File: src/logic/exPkg.sv
//~~~~~~~~~~~~~~~~~~~~~~~~~~~~~~~~~~~~~~~~~~~~~~~~~~~~~~~~~~~~~~~~~~~~~~
// execute stage package
// opcodes, ALU and condition selects, forwarding sources and the
// structs that carry an instruction into and out of the stage
//~~~~~~~~~~~~~~~~~~~~~~~~~~~~~~~~~~~~~~~~~~~~~~~~~~~~~~~~~~~~~~~~~~~~~~
`default_nettype none

package exPkg;

   // data, address and PC values are all one machine word
   typedef logic [15:0] word;

   typedef enum logic [5:0] {
      opAdd, opSub, opXor, opAndn, opRol, opSll, opRor, opSrl,
      opAddi, opSubi, opXori, opAndni, opRoli, opSlli, opRori, opSrli,
      opSeq, opSlt, opSle, opSco,
      opBeqz, opBnez, opBltz, opBgez,
      opJ, opJr, opJal, opJalr,
      opLbi, opSlbi, opLd, opSt, opNop
   } exOpcode;

   typedef enum logic [3:0] {
      aluAdd, aluSub, aluXor, aluAndn, aluRol,
      aluSll, aluRor, aluSrl, aluPassB, aluSlbi
   } aluOp;

   typedef enum logic [3:0] {
      condNever, condAlways, condEqz, condNez, condLtz,
      condGez, condSeq, condSlt, condSle, condSco
   } condSel;

   // bit 3 forward at all, bit 2 mem (1) or ex (0) stage,
   // bits 1:0 source: 00 link, 01 load, 10 alu, 11 immediate
   typedef enum logic [3:0] {
      fwdReg     = 4'b0000,
      fwdExAlu   = 4'b1010,
      fwdExImm   = 4'b1011,
      fwdExLink  = 4'b1000,
      fwdMemAlu  = 4'b1110,
      fwdMemImm  = 4'b1111,
      fwdMemLink = 4'b1100,
      fwdMemLoad = 4'b1101
   } fwdSrc;

   typedef enum logic [1:0] {
      bReg  = 2'd0,
      bImm  = 2'd1,
      bZero = 2'd2
   } bSel;

   typedef struct packed {
      logic    valid;
      exOpcode opcode;
      word     rsData;
      word     rtData;
      word     imm;
      word     pcInc;
      fwdSrc   fwdA;
      fwdSrc   fwdB;
      logic    isStore;
   } exInstr;

   // values still in flight in the later stages
   typedef struct packed {
      word exAlu;
      word exImm;
      word exLink;
      word memAlu;
      word memImm;
      word memLink;
      word memLoad;
   } bypassData;

   typedef struct packed {
      logic zero;
      logic sign;
      logic ovf;
      logic carry;
   } aluFlags;

   typedef struct packed {
      aluOp   alu;
      condSel cond;
      bSel    b;
      logic   baseRs;
      logic   setOp;
      logic   link;
   } exCtrl;

   typedef struct packed {
      logic valid;
      word  result;
      word  nextPc;
      logic taken;
      word  storeData;
   } exResult;

endpackage

`default_nettype wire
File: src/logic/executeStage.sv
//~~~~~~~~~~~~~~~~~~~~~~~~~~~~~~~~~~~~~~~~~~~~~~~~~~~~~~~~~~~~~~~~~~~~~~
// executeStage: execute stage of the 16-bit pipeline
// forwarding, ALU and next PC, result registered after one cycle
//~~~~~~~~~~~~~~~~~~~~~~~~~~~~~~~~~~~~~~~~~~~~~~~~~~~~~~~~~~~~~~~~~~~~~~
`timescale 1ns/1ps
`default_nettype none

module executeStage
   import exPkg::*;
(
   input  logic      clk,
   input  logic      arstN,
   input  exInstr    instrIn,
   input  bypassData bypass,
   output exResult   resOut
);

   exCtrl   ctrl;
   word     opA;
   word     opB;
   word     storeData;
   word     aluResult;
   aluFlags flags;
   logic    taken;
   logic    condBit;
   word     nextPc;
   word     wbValue;
   exResult resNext;

   exDecode uDecode (
      .opcode (instrIn.opcode),
      .ctrl   (ctrl)
   );

   operandForward uForward (
      .instr     (instrIn),
      .bypass    (bypass),
      .b         (ctrl.b),
      .opA       (opA),
      .opB       (opB),
      .storeData (storeData)
   );

   aluCore uAlu (
      .op    (ctrl.alu),
      .a     (opA),
      .b     (opB),
      .y     (aluResult),
      .flags (flags)
   );

   // rs base for jr/jalr is the forwarded A operand
   pcUnit uPc (
      .ctrl    (ctrl),
      .flags   (flags),
      .rs      (opA),
      .imm     (instrIn.imm),
      .pcInc   (instrIn.pcInc),
      .taken   (taken),
      .condBit (condBit),
      .nextPc  (nextPc)
   );

   // write-back priority: link, then set bit, then ALU
   always_comb begin
      if (ctrl.link) begin
         wbValue = instrIn.pcInc;
      end else if (ctrl.setOp) begin
         wbValue = {15'b0, condBit};
      end else begin
         wbValue = aluResult;
      end
   end

   assign resNext = '{instrIn.valid, wbValue, nextPc, taken, storeData};

   // bubbles pass through with valid low
   always_ff @(posedge clk or negedge arstN) begin
      if (!arstN) begin
         resOut <= '0;
      end else begin
         resOut <= resNext;
      end
   end

   // a store flagged by decode must form its address as A plus imm
   assert property (@(posedge clk) disable iff (!arstN)
      (instrIn.valid && instrIn.isStore) |-> (ctrl.alu == aluAdd && ctrl.b == bImm))
      else $error("store flag on an opcode that forms no address");

endmodule

`default_nettype wire

File: src/logic/pcUnit.sv
//~~~~~~~~~~~~~~~~~~~~~~~~~~~~~~~~~~~~~~~~~~~~~~~~~~~~~~~~~~~~~~~~~~~~~~
// pcUnit: condition evaluation, branch target and next PC
//~~~~~~~~~~~~~~~~~~~~~~~~~~~~~~~~~~~~~~~~~~~~~~~~~~~~~~~~~~~~~~~~~~~~~~
`timescale 1ns/1ps
`default_nettype none

module pcUnit
   import exPkg::*;
(
   input  exCtrl   ctrl,
   input  aluFlags flags,
   input  word     rs,
   input  word     imm,
   input  word     pcInc,
   output logic    taken,
   output logic    condBit,
   output word     nextPc
);

   logic lessThan;
   word  base;
   word  target;

   // signed less-than after a - b
   assign lessThan = flags.sign ^ flags.ovf;

   always_comb begin
      case (ctrl.cond)
         condAlways     : condBit = 1'b1;
         condEqz        : condBit = flags.zero;
         condNez        : condBit = ~flags.zero;
         condLtz        : condBit = lessThan;
         condGez        : condBit = ~lessThan;
         condSeq        : condBit = flags.zero;
         condSlt        : condBit = lessThan;
         condSle        : condBit = lessThan | flags.zero;
         // carry out of a + b
         condSco        : condBit = flags.carry;
         default        : condBit = 1'b0;
      endcase
   end

   // set ops only write the bit, they never redirect
   assign taken = condBit & ~ctrl.setOp;

   // jr/jalr go off rs, everything else off pcInc
   assign base   = ctrl.baseRs ? rs : pcInc;
   assign target = base + imm;
   assign nextPc = taken ? target : pcInc;

   // only unconditional jumps take rs as the target base
   always_comb begin
      if (ctrl.baseRs) begin
         assert final (ctrl.cond == condAlways)
            else $error("rs target base with condition select %0d", ctrl.cond);
      end
   end

endmodule

`default_nettype wire

File: src/logic/aluCore.sv
//~~~~~~~~~~~~~~~~~~~~~~~~~~~~~~~~~~~~~~~~~~~~~~~~~~~~~~~~~~~~~~~~~~~~~~
// aluCore: 16-bit ALU
// shared add/subtract with carry and overflow, logic, shift, rotate
//~~~~~~~~~~~~~~~~~~~~~~~~~~~~~~~~~~~~~~~~~~~~~~~~~~~~~~~~~~~~~~~~~~~~~~
`timescale 1ns/1ps
`default_nettype none

module aluCore
   import exPkg::*;
(
   input  aluOp    op,
   input  word     a,
   input  word     b,
   output word     y,
   output aluFlags flags
);

   logic        isSub;
   word         addB;
   logic [16:0] sum;
   logic [3:0]  shAmt;
   logic [31:0] rolWide;
   logic [31:0] rorWide;

   // subtract as a + ~b + 1 so one adder covers both
   assign isSub = (op == aluSub);
   assign addB  = isSub ? ~b : b;
   assign sum   = {1'b0, a} + {1'b0, addB} + {16'b0, isSub};

   // shift amount is the low nibble of B
   assign shAmt = b[3:0];

   // rotates through a doubled word
   assign rolWide = {a, a} << shAmt;
   assign rorWide = {a, a} >> shAmt;

   always_comb begin
      case (op)
         aluAdd, aluSub : y = sum[15:0];
         aluXor         : y = a ^ b;
         aluAndn        : y = a & ~b;
         aluRol         : y = rolWide[31:16];
         aluSll         : y = a << shAmt;
         aluRor         : y = rorWide[15:0];
         aluSrl         : y = a >> shAmt;
         // slbi: old low byte moves up, imm byte fills in
         aluSlbi        : y = {a[7:0], b[7:0]};
         default        : y = b;
      endcase
   end

   // carry is not-borrow on subtract
   assign flags.carry = sum[16];
   // signed overflow: same-sign inputs, result sign differs
   assign flags.ovf   = (a[15] == addB[15]) && (sum[15] != a[15]);
   assign flags.sign  = y[15];
   assign flags.zero  = ~|y;

   // a subtract gives zero exactly when its operands are equal
   always_comb begin
      if (op == aluSub) begin
         assert final (flags.zero == (a == b))
            else $error("zero flag %b on %h minus %h", flags.zero, a, b);
      end
   end

endmodule

`default_nettype wire

File: src/logic/operandForward.sv
//~~~~~~~~~~~~~~~~~~~~~~~~~~~~~~~~~~~~~~~~~~~~~~~~~~~~~~~~~~~~~~~~~~~~~~
// operandForward: bypass muxes for operand A, B and store data
//~~~~~~~~~~~~~~~~~~~~~~~~~~~~~~~~~~~~~~~~~~~~~~~~~~~~~~~~~~~~~~~~~~~~~~
`timescale 1ns/1ps
`default_nettype none

module operandForward
   import exPkg::*;
(
   input  exInstr    instr,
   input  bypassData bypass,
   input  bSel       b,
   output word       opA,
   output word       opB,
   output word       storeData
);

   // one bypass mux, used for both rs and rt
   function automatic word pickSrc(fwdSrc sel, word regVal, bypassData byp);
      case (sel)
         fwdExAlu   : return byp.exAlu;
         fwdExImm   : return byp.exImm;
         fwdExLink  : return byp.exLink;
         fwdMemAlu  : return byp.memAlu;
         fwdMemImm  : return byp.memImm;
         fwdMemLink : return byp.memLink;
         fwdMemLoad : return byp.memLoad;
         default    : return regVal;
      endcase
   endfunction

   // legal encodings of the forwarding word
   function automatic logic isFwdSrc(fwdSrc sel);
      case (sel)
         fwdReg, fwdExAlu, fwdExImm, fwdExLink,
         fwdMemAlu, fwdMemImm, fwdMemLink, fwdMemLoad : return 1'b1;
         default : return 1'b0;
      endcase
   endfunction

   word rtFwd;

   always_comb begin
      opA   = pickSrc(instr.fwdA, instr.rsData, bypass);
      rtFwd = pickSrc(instr.fwdB, instr.rtData, bypass);
      // stores keep rt off the ALU, it only feeds the memory write
      if (instr.isStore) begin
         opB = instr.imm;
      end else begin
         case (b)
            bReg    : opB = rtFwd;
            bImm    : opB = instr.imm;
            default : opB = '0;
         endcase
      end
   end

   assign storeData = rtFwd;

   // hazard unit must only hand over known forwarding words
   always_comb begin
      if (instr.valid) begin
         assert final (isFwdSrc(instr.fwdA) && isFwdSrc(instr.fwdB))
            else $error("illegal forwarding select A=%h B=%h", instr.fwdA, instr.fwdB);
      end
   end

endmodule

`default_nettype wire

File: src/logic/exDecode.sv
//~~~~~~~~~~~~~~~~~~~~~~~~~~~~~~~~~~~~~~~~~~~~~~~~~~~~~~~~~~~~~~~~~~~~~~
// exDecode: opcode to execute control word
//~~~~~~~~~~~~~~~~~~~~~~~~~~~~~~~~~~~~~~~~~~~~~~~~~~~~~~~~~~~~~~~~~~~~~~
`timescale 1ns/1ps
`default_nettype none

module exDecode
   import exPkg::*;
(
   input  exOpcode opcode,
   output exCtrl   ctrl
);

   // field order: alu, cond, b, baseRs, setOp, link
   always_comb begin
      case (opcode)
         // register-register
         opAdd   : ctrl = '{aluAdd,   condNever,  bReg,  1'b0, 1'b0, 1'b0};
         opSub   : ctrl = '{aluSub,   condNever,  bReg,  1'b0, 1'b0, 1'b0};
         opXor   : ctrl = '{aluXor,   condNever,  bReg,  1'b0, 1'b0, 1'b0};
         opAndn  : ctrl = '{aluAndn,  condNever,  bReg,  1'b0, 1'b0, 1'b0};
         opRol   : ctrl = '{aluRol,   condNever,  bReg,  1'b0, 1'b0, 1'b0};
         opSll   : ctrl = '{aluSll,   condNever,  bReg,  1'b0, 1'b0, 1'b0};
         opRor   : ctrl = '{aluRor,   condNever,  bReg,  1'b0, 1'b0, 1'b0};
         opSrl   : ctrl = '{aluSrl,   condNever,  bReg,  1'b0, 1'b0, 1'b0};
         // register-immediate, same ALU functions with imm as B
         opAddi  : ctrl = '{aluAdd,   condNever,  bImm,  1'b0, 1'b0, 1'b0};
         opSubi  : ctrl = '{aluSub,   condNever,  bImm,  1'b0, 1'b0, 1'b0};
         opXori  : ctrl = '{aluXor,   condNever,  bImm,  1'b0, 1'b0, 1'b0};
         opAndni : ctrl = '{aluAndn,  condNever,  bImm,  1'b0, 1'b0, 1'b0};
         opRoli  : ctrl = '{aluRol,   condNever,  bImm,  1'b0, 1'b0, 1'b0};
         opSlli  : ctrl = '{aluSll,   condNever,  bImm,  1'b0, 1'b0, 1'b0};
         opRori  : ctrl = '{aluRor,   condNever,  bImm,  1'b0, 1'b0, 1'b0};
         opSrli  : ctrl = '{aluSrl,   condNever,  bImm,  1'b0, 1'b0, 1'b0};
         // set ops write the condition bit; sco needs the add carry
         opSeq   : ctrl = '{aluSub,   condSeq,    bReg,  1'b0, 1'b1, 1'b0};
         opSlt   : ctrl = '{aluSub,   condSlt,    bReg,  1'b0, 1'b1, 1'b0};
         opSle   : ctrl = '{aluSub,   condSle,    bReg,  1'b0, 1'b1, 1'b0};
         opSco   : ctrl = '{aluAdd,   condSco,    bReg,  1'b0, 1'b1, 1'b0};
         // branches test rs minus zero, target off pcInc
         opBeqz  : ctrl = '{aluSub,   condEqz,    bZero, 1'b0, 1'b0, 1'b0};
         opBnez  : ctrl = '{aluSub,   condNez,    bZero, 1'b0, 1'b0, 1'b0};
         opBltz  : ctrl = '{aluSub,   condLtz,    bZero, 1'b0, 1'b0, 1'b0};
         opBgez  : ctrl = '{aluSub,   condGez,    bZero, 1'b0, 1'b0, 1'b0};
         // jumps, register forms take rs as base
         opJ     : ctrl = '{aluPassB, condAlways, bImm,  1'b0, 1'b0, 1'b0};
         opJr    : ctrl = '{aluPassB, condAlways, bImm,  1'b1, 1'b0, 1'b0};
         opJal   : ctrl = '{aluPassB, condAlways, bImm,  1'b0, 1'b0, 1'b1};
         opJalr  : ctrl = '{aluPassB, condAlways, bImm,  1'b1, 1'b0, 1'b1};
         // immediates and memory address generation
         opLbi   : ctrl = '{aluPassB, condNever,  bImm,  1'b0, 1'b0, 1'b0};
         opSlbi  : ctrl = '{aluSlbi,  condNever,  bImm,  1'b0, 1'b0, 1'b0};
         opLd    : ctrl = '{aluAdd,   condNever,  bImm,  1'b0, 1'b0, 1'b0};
         opSt    : ctrl = '{aluAdd,   condNever,  bImm,  1'b0, 1'b0, 1'b0};
         // nop and anything unknown: zero result, never taken
         default : ctrl = '{aluPassB, condNever,  bZero, 1'b0, 1'b0, 1'b0};
      endcase
   end

endmodule

`default_nettype wire

File: config.mk
export PLATFORM = sky130hd
export DESIGN_NAME = executeStage
export DESIGN_NICKNAME = d
export VERILOG_FILES = /design/src/logic/exPkg.sv /design/src/logic/executeStage.sv /design/src/logic/pcUnit.sv /design/src/logic/aluCore.sv /design/src/logic/operandForward.sv /design/src/logic/exDecode.sv
export SDC_FILE = /design/constraint.sdc
export NUM_CORES = 1
export LEC_CHECK = 0
export ABC_CLOCK_PERIOD_IN_PS = 800
export BUFFER_PORTS_ARGS = -buffer_cell sky130_fd_sc_hd__buf_2
export CAP_MARGIN = 20
export CORE_MARGIN = 5
export CORE_UTILIZATION = 45
export DETAILED_ROUTE_END_ITERATION = 10
export HOLD_SLACK_MARGIN = 0.15
export PLACE_DENSITY = 0.7
export RECOVER_POWER = 100
export SYNTH_ARGS = -nofsm -noshare
export SYNTH_HDL_FRONTEND = slang
export SYNTH_SLANG_ARGS = --single-unit
File: constraint.sdc
create_clock -name clk -period 0.8 [get_ports clk]
set_clock_uncertainty 0.2 [all_clocks]
set_input_delay 0.12 -clock clk [delete_from_list [all_inputs] [get_ports clk]]
set_output_delay 0.12 -clock clk [all_outputs]
set_load 0.01 [all_outputs]
==> out/qor.log, run 1 <==
[yosys] syn_nets 1,395
[yosys] proportion of synthesized chip area in sequential cells 14.0%
[yosys] asr flop ratio synth 100%
[yosys] Cell Area, Synth 8940 um^2
[clocking] CTS H-Tree Depth 2
[yosys] Avg Inst Size Synth 7.78 um^2
[place] post-DP HPWL 41,600 um
[sta] worst endpoint type register data pin
[floorplanning] initial cell density of the core 45.8%
[yosys] gate count after technology mapping 1,149
[clocking] Root Buffer Master sky130_fd_sc_hd__clkbuf_16
[floorplanning] Die Span X 151 um
[floorplanning] number of placement rows 51
[yosys] number of distinct standard cells referenced by the synthesized netlist 85
[place] total of buffers placed on input and output ports 243
[global_routing] aggregate global-route resource usage 70.0%
[place] setup slack at placement -4.80 ns
[yosys] cell type contributing the most total cell area after synthesis sky130_fd_sc_hd__dfrtp_1
[floorplanning] I/O pin total 244
[yosys] most area-consuming cells after synthesis sky130_fd_sc_hd__dfrtp_1 (14%), sky130_fd_sc_hd__mux2i_1 (8.5%), sky130_fd_sc_hd__ha_1 (7.0%)
[global_routing] Congestion Overflow GR 8
[yosys] number of enable flip-flop cells after synthesis 0
[yosys] number of synthesized register bits 50
[clocking] number of CTS-inserted buffers 5
[clocking] clk sinks 50
[outcome] Tool Error [ERROR GRT-0232] Routing congestion too high. Check the congestion heatmap in the GUI.
[place] final weighted congestion of routability-driven global placement 1.09
[outcome] stage where the run ended global routing
[yosys] main flop type after synthesis sky130_fd_sc_hd__dfrtp_1
[yosys] area fraction of the dominant cell type after synthesis 14.0%
[outcome] status did not finish
[sta] GRT repair_timing worst endpoint resOut[30]$_DFF_PN0_/D
[yosys] YS warnings 0
[global_routing] maximum number of pins on one net before global-route repair 29
[clocking] clock buffer depth 2
[floorplanning] height of the chip 151 um
==> timing repair <==
item	CTS
hold buffers	2
hold endpoints to repair	97
setup buffers	40
endpoints found under the setup margin	99
pin swaps	35
gates cloned	2
gates resized for setup	172
==> metrics by stage <==
step	std cells	hold WS, ns	area [um^2]
after floorplan	1149	-0.376	9380
after global placement	2040	-0.0952	13900
after detailed placement	2040	-0.0920	13900
after CTS	2089	-0.0896	15100
==> layer usage <==
| metal | GRT usage [%] | GRT overflow |
|---|---|---|
| met1 | 67.5 | 0 |
| met2 | 84.3 | 2 |
| met4 | 68.5 | 5 |
| met3 | 61.2 | 1 |
| met5 | 30.0 | 0 |
==> cell usage after synthesis (12+ instances only) <==
library cell / n
sky130_fd_sc_hd__nand2_1: 103
sky130_fd_sc_hd__and3_1: 13
sky130_fd_sc_hd__o221ai_1: 15
sky130_fd_sc_hd__nor2b_1: 21
sky130_fd_sc_hd__a221oi_1: 14
sky130_fd_sc_hd__nand2b_1: 12
sky130_fd_sc_hd__inv_1: 37
sky130_fd_sc_hd__a22o_1: 15
sky130_fd_sc_hd__nor3_1: 32
sky130_fd_sc_hd__mux2_2: 31
sky130_fd_sc_hd__ha_1: 50
sky130_fd_sc_hd__mux2i_1: 76
sky130_fd_sc_hd__nor2_1: 86
sky130_fd_sc_hd__a211oi_1: 12
sky130_fd_sc_hd__o21ai_0: 69
sky130_fd_sc_hd__xnor2_1: 25
sky130_fd_sc_hd__xor2_1: 18
sky130_fd_sc_hd__clkbuf_1: 39
sky130_fd_sc_hd__buf_2: 20
sky130_fd_sc_hd__a31oi_1: 12
sky130_fd_sc_hd__dfrtp_1: 50
sky130_fd_sc_hd__a21o_1: 13
sky130_fd_sc_hd__o22ai_1: 28
sky130_fd_sc_hd__a21oi_1: 70
sky130_fd_sc_hd__nand3_1: 39
sky130_fd_sc_hd__a22oi_1: 54
==> kinds of logic after synthesis <==
| logic type | count (synthesis) | share of synthesized area (%) |
|---|---|---|
| flip-flops | 50 | 14.0 |
| adder cells (fa/ha/maj) | 52 | 7.45 |
| AO/OA/AOI/OAI | 404 | 31.8 |
| XOR/XNOR | 43 | 4.21 |
| multiplexers | 130 | 17.0 |
| AND/OR/NAND/NOR | 350 | 19.0 |
| buffers and inverters | 120 | 6.51 |
==> inputs of run 2 (changes only) <==
--- a/config.mk
+++ b/config.mk
@@ -9,10 +9,9 @@
 export BUFFER_PORTS_ARGS = -buffer_cell sky130_fd_sc_hd__buf_2
 export CAP_MARGIN = 20
 export CORE_MARGIN = 5
-export CORE_UTILIZATION = 45
+export CORE_UTILIZATION = 30
 export DETAILED_ROUTE_END_ITERATION = 10
-export HOLD_SLACK_MARGIN = 0.15
-export PLACE_DENSITY = 0.7
+export PLACE_DENSITY_LB_ADDON = 0.15
 export RECOVER_POWER = 100
 export SYNTH_ARGS = -nofsm -noshare
 export SYNTH_HDL_FRONTEND = slang
==> run 2 against run 1 <==
Effect of this change:
- the flow now finishes, with violations (hold timing, setup timing)
- synthesized cell count stayed put
- area after synthesis did not move
==> out/qor.log, run 2 <==
[floorplanning] core area 29,600 um^2
[sta] worst hold slack after final layout -0.0918 ns
[routing] final wirelength 55,200 um
[final_layout] Reg with most FFs resOut
[routing] routed vias/inst 5.65
[yosys] area fraction of the dominant cell type after synthesis 14.0% [unchanged]
[routing] antenna-violating nets left 0
[power] worst IR drop on VDD 0.861 mV
[routing] number of vias after detailed routing 12,900
[min_path] worst min-delay path category in2reg
[sta] pin slew with the least headroom to its limit 0.597 ns
[final_layout] Final nets 2,140
[yosys] cell type contributing the most total cell area after synthesis sky130_fd_sc_hd__dfrtp_1 [unchanged]
[floorplanning] Die Span X 183 um [was 151 um]
[yosys] number of enable flip-flop cells after synthesis 0 [unchanged]
[sta] minimum clock period after layout 4.92 ns
[outcome] status complete, but fails checks [was did not finish]
[yosys] Cell Area, Synth 8940 um^2 [unchanged]
[routing] detailed-route DRC error count 0
[sta] Max Slew Vio Count 0
[place] total of buffers placed on input and output ports 243 [unchanged]
[global_routing] maximum number of pins on one net before global-route repair 34
[flow_run] # Max-Cap Violations 0
[setup_path] Slowest cell on crit path sky130_fd_sc_hd__o32a_4
[floorplanning] number of placement rows 63 [was 51]
[routing] DRT Pass-1 Iters 7
[global_routing] global-route wire length before repair 80,500 um
[yosys] number of synthesized register bits 50 [unchanged]
[clocking] number of CTS-inserted buffers 5 [unchanged]
[power] Leak 7.74 nW
[yosys] most repeated cell in the gate-level netlist after synthesis sky130_fd_sc_hd__nand2_1 [unchanged]
[clocking] count of hold buffers inserted by post-cts repair 2 [unchanged]
[final_layout] Util after Layout 55.3%
[setup_path] category of the worst setup path launch point primary input
[final_layout] most frequent cells in the layout sky130_fd_sc_hd__buf_4 (514), sky130_fd_sc_hd__buf_2 (217), sky130_fd_sc_hd__nand2_1 (95)
[global_routing] Congestion Overflow GR 0
[setup_path] critical path class in2reg
[final_layout] fraction of layout cells with a size suffix above 1 56.1%
[yosys] asr flop ratio synth 100% [unchanged]
[global_routing] number of antenna violations at the first check in global routing 0
[floorplanning] I/O pin total 244 [unchanged]
[sta] Final TNS setup -140.14 ns
[outcome] violated checks hold timing, setup timing
[yosys] proportion of synthesized chip area in sequential cells 14.0% [unchanged]
[global_routing] aggregate global-route resource usage 31.4%
[final_layout] flip-flop count of the largest register after layout 50
[yosys] syn_nets 1,395 [unchanged]
[yosys] most area-consuming cells after synthesis sky130_fd_sc_hd__dfrtp_1 (14%), sky130_fd_sc_hd__mux2i_1 (8.5%), sky130_fd_sc_hd__ha_1 (7.0%) [unchanged]
[clocking] clock buffer depth 2 [unchanged]
[place] final weighted congestion of routability-driven global placement 1.03 [was 1.09]
[yosys] YS warnings 0 [unchanged]
[clocking] Root Buffer Master sky130_fd_sc_hd__clkbuf_16 [unchanged]
[floorplanning] height of the chip 183 um [was 151 um]
[place] post-DP HPWL 45,800 um [was 41,600 um]
[clocking] register clock-pin slew on the reported worst setup and hold paths 0.08 ns
[clocking] clock tree from TritonCTS yes
[setup_path] maximum cell stage delay along the critical path 0.40 ns
[clocking] CTS H-Tree Depth 2 [unchanged]
[sta] unrepaired setup endpoints after global routing true
[sta] top achievable clock speed 203 MHz
[setup_path] Arrival @ worst endpoint 4.90 ns
[final_layout] Regs by FF count resOut x50
[setup_path] Bufs and invs on worst path 5
[setup_path] Top delay family on crit path compound AO/OA/AOI/OAI gates
[final_layout] antenna diode count 0
[routing] Initial DRC Count 1,213
[sta] number of hold-slack violations in the final timing report 19
[yosys] gate count after technology mapping 1,149 [unchanged]
[setup_path] highest fanout seen on the critical path 8
[floorplanning] die area 33,300 um^2
[sta] fin crit share 615%
[final_layout] Synth-to-Final Area Change 82.8%
[global_routing] number of global-route vias before repair 13,000
[setup_path] Critical Path Sink Type flop
[setup_path] crit-path cells buf_12, buf_8, mux2i_1, o221ai_1, o32a_4, a21o_4, mux2i_4, inv_2, fa_2, a21oi_2, o211ai_1, a21oi_1, xor2_1, o211ai_1, a311oi_2, nand4_1, o32ai_4, nand4b_1, nor4b_4, a31o_2, a21oi_4, buf_12, buf_16, mux2_4
[setup_path] required time worst endpoint 0.78 ns
[floorplanning] initial cell density of the core 30.2% [was 45.8%]
[yosys] commonest cells in the synthesized netlist sky130_fd_sc_hd__nand2_1 (103), sky130_fd_sc_hd__nor2_1 (86), sky130_fd_sc_hd__mux2i_1 (76) [unchanged]
[yosys] number of distinct standard cells referenced by the synthesized netlist 85 [unchanged]
[routing] average wire per standard cell 24.2 um
[power] cell area power density 1260 nW/um^2
[sta] Setup WS post-layout -4.12 ns
[yosys] Avg Inst Size Synth 7.78 um^2 [unchanged]
[sta] relative slew slack 60.1%
[final_layout] commonest non-fill, non-tap cell in the layout sky130_fd_sc_hd__buf_4
[clocking] clk sinks 50 [unchanged]
[sta] Final setup viols 99
[yosys] main flop type after synthesis sky130_fd_sc_hd__dfrtp_1 [unchanged]
[run 2: cell counts after synthesis]
No cell type changed its count.
[run 2: what timing repair did]
action | in CTS | in global routing
resized for setup | 221 | 72
pin swaps | 62 | 35
setup buffers | 50 | 29
hold endpoints to repair | 77 | 16
endpoints found under the setup margin | 99 | 116
cloned | 3 | 1
[run 2: where the power goes]
group	internal, mW	switching (mW)	total (mW)
Combinational	7.43	7.63	15.1
Sequential	2.85	0.135	2.99
Clock	1.50	1.05	2.55
[run 2: logic make-up after synthesis]
group | Yosys count | synth area share, %
xor gates and xnor gates | 43 | 4.21
adders and majority gates | 52 | 7.45
AOI/OAI and AO/OA | 404 | 31.8
and+or+nand+nor | 350 | 19.0
buffers and inverters | 120 | 6.51
DFF | 50 | 14.0
muxes | 130 | 17.0
[run 2: metal layers]
metal / share of wire [%] / wire length, um / global-route usage, % / vias to the layer above
met5: 0 / 0 / 0 / -
met4: 3.5 / 1940 / 8.62 / 0
met2: 47 / 26200 / 54.0 / 662
met3: 7.5 / 4170 / 4.48 / 112
met1: 42 / 22900 / 41.1 / 6230
li1: - / - / - / 5897
[run 2: final timing paths]
kind	from	cells after the start	end	slack [ns]
max in group asynchronous	arstN	3	resOut[39]	0.07
hold / removal	instrIn[43]	2	resOut[2]	-0.09
setup / recovery	instrIn[3]	24	resOut[24]	-4.12
min in group asynchronous	arstN	3	resOut[28]	0.15
[run 2: layout make-up]
type	instances	area, um^2
clock buffer	5	125
clock inverter	3	47.5
fill	2836	13200
inverter	41	176
multi-input combinational	979	8140
sequential	50	1250
tap	390	488
timing repair buffer	817	6100
[run 2: through the flow]
stage               cell area, um^2  cells  power (mW)  worst slack, ns  hold WS (ns)
global placement              14300   2206        15.6            -4.54       -0.0891
CTS                           15800   2262        19.6            -4.07        -0.102
global route                  16300   2285        21.6            -4.29       -0.0865
finish                        16300   2285        20.6            -4.12       -0.0918
detailed placement            14300   2206        15.5            -4.67       -0.0891
floorplan                      9380   1149        8.96            -4.31        -0.376
No activity file was read; power rests on OpenSTA's default activity.
==> inputs of run 3 (changes only) <==
--- a/config.mk
+++ b/config.mk
@@ -8,6 +8,7 @@
 export ABC_CLOCK_PERIOD_IN_PS = 800
 export BUFFER_PORTS_ARGS = -buffer_cell sky130_fd_sc_hd__buf_2
 export CAP_MARGIN = 20
+export CORE_ASPECT_RATIO = 0.7
 export CORE_MARGIN = 5
 export CORE_UTILIZATION = 30
 export DETAILED_ROUTE_END_ITERATION = 10
==> run 3 against run 2 <==
Effect of this change:
- the flow still finishes with violations (hold timing, setup timing)
- flip-flop and latch count unchanged
- first-iteration DRC count increased by 5.4%
- sequential share of layout area increased by 0.18 points
- critical path depth decreased by 1
- critical endpoint is now resOut[30]
==> out/qor.log, run 3 (same netlist as run 2, synthesis figures left out) <==
[outcome] status complete, but fails checks [unchanged]
[outcome] violated checks hold timing, setup timing [unchanged]
[floorplanning] number of placement rows 52 [was 63]
[power] share of power burned in registers 14.8% [was 14.5%]
[setup_path] required time worst endpoint 0.78 ns [about the same]
[clocking] clock tree from TritonCTS yes [unchanged]
[routing] detailed-route DRC error count 0 [unchanged]
[floorplanning] I/O pin total 244 [unchanged]
[clocking] register clock-pin slew on the reported worst setup and hold paths 0.07 ns [was 0.08 ns]
[place] final weighted congestion of routability-driven global placement 1.03 [about the same]
[sta] number of hold-slack violations in the final timing report 18 [was 19]
[sta] unrepaired setup endpoints after global routing true [unchanged]
[routing] detailed route wirelength on metal3 6470 um [was 4170 um]
[setup_path] Critical Path Sink Type flop [unchanged]
[power] worst IR drop on VDD 0.936 mV [was 0.861 mV]
[floorplanning] height of the chip 154 um [was 183 um]
[power] switching fraction of total power 43.1% [was 42.8%]
[sta] Final setup viols 99 [unchanged]
[global_routing] Congestion Overflow GR 0 [unchanged]
[sta] fin crit share 633% [was 615%]
[power] internal power consumption 11.5 mW [was 11.8 mW]
[sta] Final TNS setup -147.02 ns [was -140.14 ns]
[final_layout] Synth-to-Final Area Change 78.7% [was 82.8%]
[routing] top metal layer carrying routed signals met5 [was met4]
[clocking] number of CTS-inserted buffers 5 [unchanged]
[place] total of buffers placed on input and output ports 243 [unchanged]
[final_layout] commonest non-fill, non-tap cell in the layout sky130_fd_sc_hd__buf_4 [unchanged]
[sta] pin slew with the least headroom to its limit 0.625 ns [was 0.597 ns]
[power] Leak 7.52 nW [was 7.74 nW]
[sta] Setup WS post-layout -4.26 ns [was -4.12 ns]
[routing] average wire per standard cell 24.5 um [was 24.2 um]
[final_layout] Regs by FF count resOut x50 [unchanged]
[clocking] Root Buffer Master sky130_fd_sc_hd__clkbuf_16 [unchanged]
[floorplanning] Die Span X 216 um [was 183 um]
[floorplanning] initial cell density of the core 30.7% [was 30.2%]
[power] cell area power density 1260 nW/um^2 [about the same]
[final_layout] Finished Cell Area 16,000 um^2 [was 16,300 um^2]
[sta] minimum clock period after layout 5.06 ns [was 4.92 ns]
[place] area post-placement 14,200 um^2 [was 14,300 um^2]
[global_routing] maximum number of pins on one net before global-route repair 31 [was 34]
[final_layout] most frequent cells in the layout sky130_fd_sc_hd__buf_4 (453), sky130_fd_sc_hd__buf_2 (222), sky130_fd_sc_hd__nand2_1 (96) [was sky130_fd_sc_hd__buf_4 (514), sky130_fd_sc_hd__buf_2 (217), sky130_fd_sc_hd__nand2_1 (95)]
[flow_run] # Max-Cap Violations 0 [unchanged]
[sta] top achievable clock speed 198 MHz [was 203 MHz]
[routing] Initial DRC Count 1,278 [was 1,213]
[global_routing] number of global-route vias before repair 12,400 [was 13,000]
[global_routing] global-route wire length before repair 79,000 um [was 80,500 um]
[global_routing] number of antenna violations at the first check in global routing 5 [was 0]
[power] part of the power in the clock network 12.2% [was 12.4%]
[floorplanning] core area 29,100 um^2 [was 29,600 um^2]
[clocking] count of hold buffers inserted by post-cts repair 2 [unchanged]
[clocking] clk sinks 50 [unchanged]
[final_layout] flip-flop count of the largest register after layout 50 [unchanged]
[final_layout] Reg with most FFs resOut [unchanged]
[power] share of total power in combinational logic 73.1% [about the same]
[sta] Max Slew Vio Count 0 [unchanged]
[setup_path] highest fanout seen on the critical path 17 [was 8]
[clocking] clock buffer depth 2 [unchanged]
[place] post-DP HPWL 45,600 um [was 45,800 um]
[final_layout] fraction of layout cells with a size suffix above 1 54.8% [was 56.1%]
[routing] routed wire length on met2 21,800 um [was 26,200 um]
[routing] routed vias/inst 5.75 [was 5.65]
[routing] antenna-violating nets left 0 [unchanged]
[clocking] CTS H-Tree Depth 2 [unchanged]
[sta] worst hold slack after final layout -0.104 ns [was -0.0918 ns]
[routing] final wirelength 54,600 um [was 55,200 um]
[setup_path] critical path class in2reg [unchanged]
[routing] DRT Pass-1 Iters 9 [was 7]
[global_routing] aggregate global-route resource usage 31.0% [was 31.4%]
[routing] Metal-1 WL 25,000 um [was 22,900 um]
[min_path] worst min-delay path category in2reg [unchanged]
[power] overall power of the completed layout 20.1 mW [was 20.6 mW]
[routing] number of vias after detailed routing 12,800 [was 12,900]
[final_layout] Final nets 2,089 [was 2,140]
[floorplanning] die area 33,400 um^2 [was 33,300 um^2]
[power] switching power of the nets 8.68 mW [was 8.82 mW]
[sta] relative slew slack 58.0% [was 60.1%]
[setup_path] category of the worst setup path launch point primary input [unchanged]
[setup_path] Arrival @ worst endpoint 5.04 ns [was 4.90 ns]
[place] setup slack at placement -4.70 ns [was -4.67 ns]
-- run 3: worst paths after layout --
check / endpoint / start / depth (start not counted) / slack, ns
max in group asynchronous: resOut[46] / arstN / 3 / 0.04
hold / removal: resOut[12] / instrIn[53] / 3 / -0.10
min in group asynchronous: resOut[9] / arstN / 3 / 0.15
setup / recovery: resOut[30] / instrIn[3] / 23 / -4.26
-- run 3: final cells by class --
class,count,area [um^2]
multi-input combinational,979,8140
timing repair buffer,766,5750
antenna,2,5.00
sequential,50,1250
fill,2797,13200
clock buffer,5,125
inverter,41,178
clock inverter,3,40.0
tap,378,473
-- run 3: metal layers --
layer	track usage (%)	up-vias
met4	6.99	6
met3	9.26	99
li1	-	5812
met5	0	-
met1	46.2	6101
met2	43.6	771
-- run 3: per-stage QoR --
step / std cells / hold WS (ns) / utilization [%]
5_1_grt: 2223 / -0.0962 / 54.8
4_1_cts: 2203 / -0.113 / 52.5
2_1_floorplan: 1149 / -0.376 / -
6_report: 2224 / -0.104 / 54.8
3_3_place_gp: 2160 / -0.0910 / 48.7
3_5_place_dp: 2160 / -0.0849 / 48.7
-- run 3: what timing repair did --
item / CTS / global route
cloned: 2 / 0
pin swaps: 43 / 49
endpoints found under the hold margin: 72 / 13
setup buffers: 38 / 24
endpoints found under the setup margin: 99 / 99
resized for setup: 155 / 116
-- run 3: power groups by stage --
| stage | registers, mW | logic (mW) | clock network (mW) |
|---|---|---|---|
| floorplan | 3.17 | 5.79 | 0 |
| global placement | 3.01 | 12.3 | 0 |
| detailed placement | 3.00 | 12.3 | 0 |
| CTS | 2.97 | 13.5 | 2.49 |
| global route | 3.00 | 15.5 | 2.55 |
| finish | 2.98 | 14.7 | 2.45 |
-- run 3: worst max-delay path, stage by stage --
cell and delay (ns):
sky130_fd_sc_hd__buf_12 0.13, sky130_fd_sc_hd__buf_12 0.14, sky130_fd_sc_hd__mux2_4 0.29, sky130_fd_sc_hd__a221o_1 0.36
sky130_fd_sc_hd__a21oi_2 0.21, sky130_fd_sc_hd__o21ai_4 0.08, sky130_fd_sc_hd__inv_2 0.11, sky130_fd_sc_hd__xnor2_4 0.08
sky130_fd_sc_hd__fa_2 0.41, sky130_fd_sc_hd__a21oi_2 0.22, sky130_fd_sc_hd__o211ai_1 0.16, sky130_fd_sc_hd__a41oi_2 0.33
sky130_fd_sc_hd__xor2_1 0.23, sky130_fd_sc_hd__o211ai_1 0.12, sky130_fd_sc_hd__a2111oi_0 0.28, sky130_fd_sc_hd__o21ai_1 0.16
sky130_fd_sc_hd__o31ai_2 0.26, sky130_fd_sc_hd__nand4b_1 0.19, sky130_fd_sc_hd__nor4b_4 0.33, sky130_fd_sc_hd__a311oi_4 0.15
sky130_fd_sc_hd__a21oi_4 0.17, sky130_fd_sc_hd__buf_12 0.18, sky130_fd_sc_hd__mux2_4 0.32
